## config.mk

```make
export PLATFORM = sky130hd
export DESIGN_NAME = floor_logic_control_unit
export DESIGN_NICKNAME = d
export VERILOG_FILES = /design/src/floor_pkg.sv /design/src/button_latch.sv /design/src/floor_dispatcher.sv /design/src/floor_logic_control_unit.sv /design/src/floor_request_stack.sv
export SDC_FILE = /design/constraint.sdc
export NUM_CORES = 1
export LEC_CHECK = 0
export BUFFER_PORTS_ARGS = -buffer_cell sky130_fd_sc_hd__buf_2
export CAP_MARGIN = 5
export CORE_MARGIN = 2
export CORE_UTILIZATION = 30
export DETAILED_ROUTE_END_ITERATION = 16
export PLACE_DENSITY = 0.5
export SYNTH_ARGS = -nofsm -noshare
export SYNTH_HDL_FRONTEND = slang
export SYNTH_SLANG_ARGS = --single-unit
```

## constraint.sdc

```tcl
create_clock -name clock -period 12.1 [get_ports clock]
set_input_delay 3.025 -clock clock [delete_from_list [all_inputs] [get_ports clock]]
set_output_delay 3.025 -clock clock [all_outputs]
set_load 0.005 [all_outputs]
```

## src/floor_pkg.sv

```systemverilog
// Shared floor count, state codes and the floor, mask and FSM state types
`default_nettype none

package floor_pkg;

    ////////////////////
    // Sizes
    ////////////////////

    // Floors served, numbered 0 to 10
    localparam int FLOOR_COUNT = 11;

    // Width of a floor number
    localparam int FLOOR_BITS = 4;

    // Width of the elevator FSM state code
    localparam int STATE_BITS = 6;

    ////////////////////
    // Types
    ////////////////////

    // Floor number
    typedef logic [FLOOR_BITS-1:0] floor_t;

    // One bit per floor, for buttons and lamps
    typedef logic [FLOOR_COUNT-1:0] floor_mask_t;

    // State code from the elevator FSM
    typedef logic [STATE_BITS-1:0] fsm_state_t;

    ////////////////////
    // Codes
    ////////////////////

    // Codes 0 to 10 are the stop states, one per floor
    localparam fsm_state_t STOP_LAST = 6'h0A;

    // Selector value while an emergency is active
    localparam floor_t EMERGENCY_FLOOR = 4'hF;

endpackage

`default_nettype wire

```

## src/button_latch.sv

```systemverilog
// Lamp register and single request acceptance for one bank of floor buttons
`timescale 1ns/1ps
`default_nettype none

module button_latch (
    input  wire                   clock,
    input  wire                   reset_n,
    input  wire floor_pkg::floor_mask_t buttons,
    input  wire floor_pkg::floor_t      current_floor,
    input  wire                   clear_all,
    input  wire                   serve,
    output floor_pkg::floor_mask_t lights,
    output logic                  req_valid,
    output floor_pkg::floor_t      req_floor
);

    import floor_pkg::*;

    floor_mask_t accept;
    floor_mask_t cur_mask;
    floor_mask_t req_mask;

    ////////////////////
    // Acceptance
    ////////////////////

    // Pressed, lamp still dark, not the floor we are standing at
    always_comb begin
        for (int i = 0; i < FLOOR_COUNT; i++) begin
            accept[i] = buttons[i] && !lights[i] && !clear_all &&
                        (floor_t'(i) != current_floor);
        end
    end

    // Scan from the top so the lowest index is the one left standing
    always_comb begin
        req_valid = 1'b0;
        req_floor = '0;
        for (int i = FLOOR_COUNT - 1; i >= 0; i--) begin
            if (accept[i]) begin
                req_valid = 1'b1;
                req_floor = floor_t'(i);
            end
        end
    end

    ////////////////////
    // Lamps
    ////////////////////

    assign cur_mask = floor_mask_t'(1) << current_floor;
    assign req_mask = req_valid ? (floor_mask_t'(1) << req_floor) : '0;

    // Served floor goes dark, new request lights up
    always_ff @(posedge clock or negedge reset_n) begin
        if (!reset_n) begin
            lights <= '0;
        end else if (clear_all) begin
            lights <= '0;
        end else begin
            lights <= (serve ? (lights & ~cur_mask) : lights) | req_mask;
        end
    end

    // An accepted request names a dark lamp, which is lit one edge later
    a_req_lights: assert property (@(posedge clock) disable iff (!reset_n)
        req_valid |-> !lights[req_floor] ##1 lights[$past(req_floor)]);

endmodule

`default_nettype wire

```

## src/floor_dispatcher.sv

```systemverilog
// Target and direction choice, start decision, service, clearing and door gating
`timescale 1ns/1ps
`default_nettype none

module floor_dispatcher (
    input  wire                       clock,
    input  wire                       reset_n,
    input  wire                       power_switch,
    input  wire                       emergency_btn,
    input  wire                       door_open_btn,
    input  wire                       door_close_btn,
    input  wire floor_pkg::floor_t     current_floor_state,
    input  wire floor_pkg::fsm_state_t elevator_state,
    input  wire                       cab_req_valid,
    input  wire floor_pkg::floor_t     cab_req_floor,
    input  wire                       hall_req_valid,
    input  wire floor_pkg::floor_t     hall_req_floor,
    output logic                      clear_all,
    output logic                      serve,
    output floor_pkg::floor_t          elevator_floor_selector,
    output logic                      direction_selector,
    output logic                      activate_elevator,
    output logic                      door_open_allowed,
    output logic                      door_close_allowed
);

    import floor_pkg::*;

    logic   is_stop;
    logic   emergency_active;
    logic   stack_empty;
    floor_t top_floor;
    floor_t target;
    logic   going_up;
    logic   dir_q;

    assign is_stop          = (elevator_state <= STOP_LAST);
    assign emergency_active = power_switch && emergency_btn;

    ////////////////////
    // Clearing and service
    ////////////////////

    assign clear_all = !power_switch || emergency_btn;
    // Standing still with nothing else to go to, so the current floor is done
    assign serve     = is_stop && !clear_all && !activate_elevator;

    floor_request_stack u_stack (
        .clock        (clock),
        .reset_n      (reset_n),
        .clear        (clear_all),
        .remove       (serve),
        .remove_floor (current_floor_state),
        .cab_valid    (cab_req_valid),
        .cab_floor    (cab_req_floor),
        .hall_valid   (hall_req_valid),
        .hall_floor   (hall_req_floor),
        .top_floor    (top_floor),
        .empty        (stack_empty)
    );

    ////////////////////
    // Target, start, direction
    ////////////////////

    assign target   = stack_empty ? current_floor_state : top_floor;
    assign going_up = (target > current_floor_state);

    assign activate_elevator = !clear_all && is_stop && !stack_empty &&
                               (top_floor != current_floor_state);

    assign elevator_floor_selector = emergency_active ? EMERGENCY_FLOOR : target;

    // Direction is only decided at a start, kept otherwise
    always_ff @(posedge clock or negedge reset_n) begin
        if (!reset_n) begin
            dir_q <= 1'b1;
        end else if (emergency_active) begin
            dir_q <= 1'b1;
        end else if (activate_elevator) begin
            dir_q <= going_up;
        end
    end

    assign direction_selector = emergency_active  ? 1'b1 :
                                activate_elevator ? going_up : dir_q;

    // Doors only respond at a stop with power on
    assign door_open_allowed  = power_switch && is_stop && door_open_btn;
    assign door_close_allowed = power_switch && is_stop && door_close_btn;

    a_no_self_start: assert property (@(posedge clock) disable iff (!reset_n)
        activate_elevator |-> (elevator_floor_selector != current_floor_state));

endmodule

`default_nettype wire

```

## src/floor_logic_control_unit.sv

```systemverilog
// Top level of the floor request controller, two button latches and the dispatcher
`timescale 1ns/1ps
`default_nettype none

module floor_logic_control_unit (
    input  wire                        clock,
    input  wire                        reset_n,
    input  wire floor_pkg::floor_mask_t floor_call_buttons,
    input  wire floor_pkg::floor_mask_t panel_buttons,
    input  wire                        door_open_btn,
    input  wire                        door_close_btn,
    input  wire                        emergency_btn,
    input  wire                        power_switch,
    input  wire floor_pkg::floor_t      current_floor_state,
    input  wire floor_pkg::fsm_state_t  elevator_state,
    output floor_pkg::floor_t           elevator_floor_selector,
    output logic                       direction_selector,
    output logic                       activate_elevator,
    output floor_pkg::floor_mask_t      call_button_lights,
    output floor_pkg::floor_mask_t      panel_button_lights,
    output logic                       door_open_allowed,
    output logic                       door_close_allowed
);

    import floor_pkg::*;

    logic   clear_all;
    logic   serve;
    logic   hall_req_valid;
    floor_t hall_req_floor;
    logic   cab_req_valid;
    floor_t cab_req_floor;

    ////////////////////
    // Button banks
    ////////////////////

    // Hall calls
    button_latch hall_latch (
        .clock         (clock),
        .reset_n       (reset_n),
        .buttons       (floor_call_buttons),
        .current_floor (current_floor_state),
        .clear_all     (clear_all),
        .serve         (serve),
        .lights        (call_button_lights),
        .req_valid     (hall_req_valid),
        .req_floor     (hall_req_floor)
    );

    // Cab panel
    button_latch cab_latch (
        .clock         (clock),
        .reset_n       (reset_n),
        .buttons       (panel_buttons),
        .current_floor (current_floor_state),
        .clear_all     (clear_all),
        .serve         (serve),
        .lights        (panel_button_lights),
        .req_valid     (cab_req_valid),
        .req_floor     (cab_req_floor)
    );

    ////////////////////
    // Dispatch
    ////////////////////

    floor_dispatcher u_dispatcher (
        .clock                   (clock),
        .reset_n                 (reset_n),
        .power_switch            (power_switch),
        .emergency_btn           (emergency_btn),
        .door_open_btn           (door_open_btn),
        .door_close_btn          (door_close_btn),
        .current_floor_state     (current_floor_state),
        .elevator_state          (elevator_state),
        .cab_req_valid           (cab_req_valid),
        .cab_req_floor           (cab_req_floor),
        .hall_req_valid          (hall_req_valid),
        .hall_req_floor          (hall_req_floor),
        .clear_all               (clear_all),
        .serve                   (serve),
        .elevator_floor_selector (elevator_floor_selector),
        .direction_selector      (direction_selector),
        .activate_elevator       (activate_elevator),
        .door_open_allowed       (door_open_allowed),
        .door_close_allowed      (door_close_allowed)
    );

endmodule

`default_nettype wire

```

## src/floor_request_stack.sv

```systemverilog
// Duplicate-free request store, newest floor on top, compacted on removal
`timescale 1ns/1ps
`default_nettype none

module floor_request_stack (
    input  wire                   clock,
    input  wire                   reset_n,
    input  wire                   clear,
    input  wire                   remove,
    input  wire floor_pkg::floor_t remove_floor,
    input  wire                   cab_valid,
    input  wire floor_pkg::floor_t cab_floor,
    input  wire                   hall_valid,
    input  wire floor_pkg::floor_t hall_floor,
    output floor_pkg::floor_t      top_floor,
    output logic                  empty
);

    import floor_pkg::*;

    // Entry 0 is the oldest, entry count_q-1 the top
    floor_t                stack_q [FLOOR_COUNT];
    floor_t                stack_d [FLOOR_COUNT];
    logic [FLOOR_BITS-1:0] count_q;
    logic [FLOOR_BITS-1:0] count_d;
    logic [FLOOR_BITS-1:0] top_idx;

    // True when floor f sits in the lowest n entries of arr
    function automatic logic in_stack(input floor_t arr [FLOOR_COUNT], input int n,
                                      input floor_t f);
        logic hit;
        hit = 1'b0;
        for (int i = 0; i < FLOOR_COUNT; i++) begin
            if (i < n && arr[i] == f) begin
                hit = 1'b1;
            end
        end
        return hit;
    endfunction

    ////////////////////
    // Next contents
    ////////////////////

    always_comb begin
        int k;
        stack_d = stack_q;
        k = 0;
        // Drop the served floor and close the gap
        for (int i = 0; i < FLOOR_COUNT; i++) begin
            if (i < int'(count_q) && !(remove && stack_q[i] == remove_floor)) begin
                stack_d[k] = stack_q[i];
                k = k + 1;
            end
        end
        // Cab request first, hall request ends up above it
        if (cab_valid && !in_stack(stack_d, k, cab_floor)) begin
            stack_d[k] = cab_floor;
            k = k + 1;
        end
        if (hall_valid && !in_stack(stack_d, k, hall_floor)) begin
            stack_d[k] = hall_floor;
            k = k + 1;
        end
        count_d = k[FLOOR_BITS-1:0];
    end

    ////////////////////
    // Storage
    ////////////////////

    always_ff @(posedge clock or negedge reset_n) begin
        if (!reset_n) begin
            count_q <= '0;
        end else if (clear) begin
            count_q <= '0;
        end else begin
            count_q <= count_d;
        end
    end

    always_ff @(posedge clock) begin
        stack_q <= stack_d;
    end

    assign empty     = (count_q == '0);
    assign top_idx   = count_q - 1'b1;
    assign top_floor = empty ? '0 : stack_q[top_idx];

    a_count_max: assert property (@(posedge clock) disable iff (!reset_n)
        count_q <= FLOOR_COUNT);

    // Every pair of live entries holds different floors
    for (genvar i = 0; i < FLOOR_COUNT; i++) begin : g_uniq_i
        for (genvar j = i + 1; j < FLOOR_COUNT; j++) begin : g_uniq_j
            a_unique: assert property (@(posedge clock) disable iff (!reset_n)
                (j < count_q) |-> (stack_q[i] != stack_q[j]));
        end
    end

endmodule

`default_nettype wire

```

After elaboration in Yosys (flattened, before gate mapping)
Cells that the tools add are included. Widths: inputs -> output; s select.

Register bits: 71. Bits of input ports: 38. Output and inout bits: 30. Logic and storage cells: 469.

$add $sub $neg: 13. $lt $le $gt $ge: 60. Equality and inequality tests: 44. Shift-type cells: 3. Mux-type cells: 142. Bitwise gates (word level): 18. Reductions and logical operators: 174.

Operator list (count): $bwmux 44 (12); $mux 44 (12); $ge 32x5->1 const B (12); $lt 32x1->1 const B (12); $not 32->32 (12); $add 32x2->32 const B (11); $mux 32 (11); $lt 4x32->1 const A (8); $demux 4 s4 (12); $lt 5x32->1 const A (6); $mux 4 (41); $eq 4x4->1 (33); $logic_and 1x1->1 (132); $lt 3x32->1 const A (4); $mux 11 (6); $lt 1x32->1 const A (2); $lt 2x32->1 const A (2); $mux 1 (47); $logic_not 1->1 (39); $shl 1x4->11 const A (3); $and 11x11->11 (2); $or 11x11->11 (2); $bmux 4 s4 (1); $lt 3x4->1 const A (4); 18 further kinds (28).

Longest topological paths before layout
Depth in word-level cells: 72. Depth in mapped cells: 64. Depth with buffers taken out: 56.

By module
A second synthesis with hierarchy kept.

Cell total of the unflattened synthesis: 2093. Area total of the unflattened synthesis: 15572.4 um^2.

By module, submodules not included: floor_request_stack (instances 1, cells each 1776, area each 12944.9 um^2, sequential area each 980.9 um^2); button_latch (cab_latch) (instances 1, cells each 146, area each 1189.9 um^2, sequential area each 275.3 um^2); button_latch (hall_latch) (instances 1, cells each 127, area each 1086.0 um^2, sequential area each 275.3 um^2); floor_dispatcher (instances 1, cells each 44, area each 351.6 um^2, sequential area each 26.3 um^2).

Least setup slack after synthesis
Ideal clock, no wire load.

Path kind: input -> register. From: in current_floor_state[1]. To: reg u_dispatcher.u_stack.stack_q[10] (netlist name). Data arrival time: 14.029 ns. Data required time: 11.979 ns. Slack: -2.049 ns. Stages: 53. Path buffers: 4. Cell sequence: clkbuf_1 -> clkbuf_1 -> xor2_1 -> nor4_1 -> nand2_1 -> o21a_1 -> inv_1 -> ha_1 -> nor2_1 -> a32o_1 -> a31oi_1 -> nand2_1 -> ha_1 -> nor2_1 -> a32oi_2 -> ha_1 -> nand2_1 -> o21ai_1 -> [17 not listed] -> a2111oi_2 -> a211oi_4 -> buf_4 -> a32oi_1 -> a31oi_1 -> nand2_1 -> nor4b_4 -> and2_0 -> clkbuf_1 -> mux2_2 -> inv_1 -> ha_1 -> nor3b_1 -> o221ai_1 -> a2111oi_2 -> nand4b_4 -> nor3_2 -> mux2_2.

RTL lines: start, declared (line floor_logic_control_unit.sv:14) `input wire floor_pkg::floor_t current_floor_state,`; end signal, assigned (line floor_request_stack.sv:83) `stack_q <= stack_d;`; end, declared (line floor_request_stack.sv:22) `floor_t stack_q [FLOOR_COUNT];`.

==> key figures <==
Drt
  • Aggregate routed wire length: 76500 um
  • Via Count: 18400
  • First-iteration detailed-routing DRC count: 1791
  • Vias per inst: 5.77
  • DRC Markers: 0
  • Antenna Violating Nets Remaining: 0
  • 1st-pass router iterations: 6
  • Average wire per cell in the routed design: 24.0 um

Timing
  • RSZ-0062 raised after global routing: yes
  • Worst clock skew: 0.00978 ns
  • Worst slew margin relative to its limit: 0.361
  • Worst Setup Slack, final: -0.933 ns
  • Final setup violation count: 48
  • Max-slew violation count: 0
  • Ratio of final minimum period to clock period: 1.08
  • Worst hold slack: 0.562 ns
  • Transition time of the tightest slew-check pin: 0.958 ns
  • Total count of hold-check failures in the final report: 0
  • Total negative slack: -39.34 ns
  • Timing-limited maximum frequency: 76.7 MHz
  • Final critical-path required period: 13.03 ns

Floorplanning
  • Placement row count: 81
  • Placeable core region: 48800 um2
  • Die Width: 226 um
  • DIE AREA: 51200 um2
  • Num ports: 68
  • Initial Utilization: 0.304
  • Die Y: 226 um

Yosys
  • Post-synthesis share of cell area spent on full adders, half adders and majority gates: 0.0419
  • Cell area after synthesis: 14800 um2
  • Ys async rst share: 0.380
  • Post-synthesis cell type with the largest combined area: sky130_fd_sc_hd__mux2i_1
  • Proportion of synthesized area in mux cells: 0.186
  • Syn avg cell area: 7.38 um2
  • Area fraction in compound gates after synthesis: 0.264
  • Post-Synth Simple-Gate Area: 0.264
  • Fraction of synthesized cell area taken by the top area cell type: 0.0911
  • Net Count, Synth: 2095
  • Post-synth top cells: sky130_fd_sc_hd__nor2_1 (194), sky130_fd_sc_hd__nand2_1 (184), sky130_fd_sc_hd__mux2i_1 (135)
  • Parity-gate share of the synthesized area counting xor and xnor cells: 0.0848
  • Register area share after synthesis: 0.105
  • Number of flip-flops and latches in the synthesized netlist: 71
  • Post-synthesis cell count: 2008
  • Top cells by area, synth: sky130_fd_sc_hd__mux2i_1 (9.1%), sky130_fd_sc_hd__mux2_2 (8.0%), sky130_fd_sc_hd__dfxtp_1 (5.9%)
  • Yosys warns: 0
  • Most frequent cell after synthesis: sky130_fd_sc_hd__nor2_1
  • Number of enable flip-flop cells after synthesis: 0
  • Commonest register cell after synthesis: sky130_fd_sc_hd__dfxtp_1
  • Number of distinct library cell variants in the gate-level netlist after synthesis: 119
  • Main combinational cell family by area after synthesis: compound AO/OA/AOI/OAI gates

Setup path
  • Largest driver fanout on the critical path: 8
  • Buffer and inverter count on the worst path: 11
  • Dominant cell type by count on the critical path: sky130_fd_sc_hd__buf_4
  • Data arrival time at the worst-slack endpoint: 13.32 ns
  • Setup crit start kind: primary input
  • Slowest cell on the critical path: sky130_fd_sc_hd__or4_4
  • Critical Setup Path Class: primary input to flip-flop
  • Kind of cell adding the most delay to the critical path: simple AND/OR/NAND/NOR gates
  • Critical path required time: 12.39 ns
  • Longest individual stage delay on the worst path: 0.51 ns
  • CP Capture Type: flip-flop

CTS
  • CTS Hold Bufs: 0
  • TritonCTS Sinks: 71
  • TritonCTS clock tree: done
  • CTS clock-pin slew for the worst setup and hold paths: 0.07 ns
  • Clock insertion delay at the later pin of the skew report: 0.34 ns
  • CTS root buffer: sky130_fd_sc_hd__clkbuf_16
  • Total CTS buffers: 9
  • Count of H-tree levels built during CTS: 3
  • Buffers from clock root to sink, at most: 2

Power
  • Leakage power summed over all cells: 9.41 nW
  • Switch Pwr: 3.51 mW
  • Logic gate share of total power: 0.902
  • Internal power contribution: 3.44 mW
  • Clk network pwr share: 0.041
  • Peak supply drop: 0.650 mV
  • Power Dens Cells: 330 nW/um2
  • Sequential fraction of design power: 0.057
  • Switching share of power: 0.505

Global routing
  • Overall global routing resource usage: 0.290
  • Initial antenna violation count: 0
  • Wire length of the first global-routing pass: 112000 um
  • Vias in the first global route: 17700
  • Pin count of the biggest net entering global routing: 31
  • Total congestion overflow after global routing: 0

Status
  • Violations in the final reports: negative setup slack
  • Result of the run: complete, but fails checks

Cells and area
  • Net count, final: 2602
  • Layout area overhead: 41.8%
  • Filler cell count: 5053
  • ANT cells: 0
  • Fraction of final layout cells sized beyond drive strength 1: 0.380

Worst hold path
  • Worst min-delay path category: flip-flop to flip-flop

Place
  • Count of port buffers added during placement: 67
  • Weighted congestion reported at the end of routability-driven placement: 0.985
  • Estimated wirelength of the detail-placed design: 60700 um
  • Post-placement setup slack: -1.42 ns

Run
  • Number of maximum-capacitance violations: 0
==> area by class of cell <==
class | instances | area, um2 | share of cell area
repair buffers | 640 | 4760 | 0.226
flip-flops and latches | 71 | 1560 | 0.0741
multi-input cells | 1741 | 13400 | 0.635
clock buffers | 10 | 250 | 0.0119
inverters | 52 | 198 | 0.00940
clock inverters | 6 | 73.8 | 0.00351
well taps | 664 | 831 | 0.0395
==> what timing repair did <==
action                                  CTS  global route
endpoints found under the hold margin     0             0
endpoints found under the setup margin   48            48
buffers inserted                          8            20
gates cloned                              1             0
pin swaps                                15            31
gates resized for setup                  27            54
==> power by group through the flow <==
stage | sequential, mW | clock (mW) | combinational [mW]
floorplan | 0.361 | 0 | 3.25
global route | 0.399 | 0.298 | 6.62
global placement | 0.394 | 0 | 5.73
detailed placement | 0.396 | 0 | 5.76
finish | 0.398 | 0.286 | 6.27
CTS | 0.391 | 0.289 | 5.95
==> stage by stage <==
step	power, mW	utilization	std cells	cell area (um2)
floorplan	3.61	-	2008	15500
global placement	6.12	0.412	3145	20100
finish	6.95	0.431	3184	21000
detailed placement	6.16	0.412	3145	20100
global route	7.32	0.431	3184	21000
CTS	6.63	0.422	3169	20600
==> logic make-up after synthesis <==
group,after synthesis
and+or+nand+nor,765
AOI/OAI and AO/OA,541
muxes,252
buffers and inverters,197
xor gates and xnor gates,133
DFF,71
adders and majority gates,49
==> sequential cells by signal, indices dropped and copies added, names as in the netlist <==
signal and flops:
cab_latch.lights 11, hall_latch.lights 11, u_dispatcher.dir_q 1, u_dispatcher.u_stack.count_q 4
u_dispatcher.u_stack.stack_q 44
==> final timing paths <==
| path | slack (ns) | start | cells after the start | end |
|---|---|---|---|---|
| setup / recovery | -0.93 | current_floor_state[2] | 51 | u_dispatcher.u_stack.stack_q[20] |
| hold / removal | 0.56 | u_dispatcher.dir_q | 2 | u_dispatcher.dir_q |
| setup reg to reg | -0.10 | u_dispatcher.u_stack.count_q[1] | 55 | u_dispatcher.u_stack.stack_q[20] |
| min in group asynchronous | 2.71 | reset_n | 1 | hall_latch.lights[4] |
| max in group asynchronous | 8.96 | reset_n | 1 | cab_latch.lights[0] |
| hold reg to reg | 0.56 | u_dispatcher.dir_q | 2 | u_dispatcher.dir_q |
==> layout by cell type, fill, tap and decap left out, drive strengths merged, types with 55 or more instances in the layout <==
cell type,netlist,final
buf,42,640
xnor2,99,99
nand2,186,186
inv,52,55
nor3,59,59
nor2,196,196
a21oi,113,113
mux2i,135,135
o21ai,89,89
nand3,67,67
mux2,109,109
==> worst register-to-register path, delay by kind of cell, from the launching register on <==
family	cells	cell delay, ns
AOI/OAI and AO/OA	16	3.47
xor gates and xnor gates	2	0.45
buffers and inverters	12	1.55
and+or+nand+nor	14	3.02
DFF	1	0.35
muxes	3	0.78
adders and majority gates	8	2.53
==> per-layer routing <==
| metal | GRT usage | vias up | part of all wire | wire (um) |
|---|---|---|---|---|
| met5 | 0 | - | 0 | 0 |
| met4 | 0.0826 | 0 | 0.032 | 2440 |
| met3 | 0.0425 | 120 | 0.079 | 6030 |
| met2 | 0.458 | 860 | 0.44 | 33700 |
| met1 | 0.408 | 8883 | 0.45 | 34300 |
| li1 | - | 8518 | - | - |
Note: power is estimated with default switching activity, not from simulation.
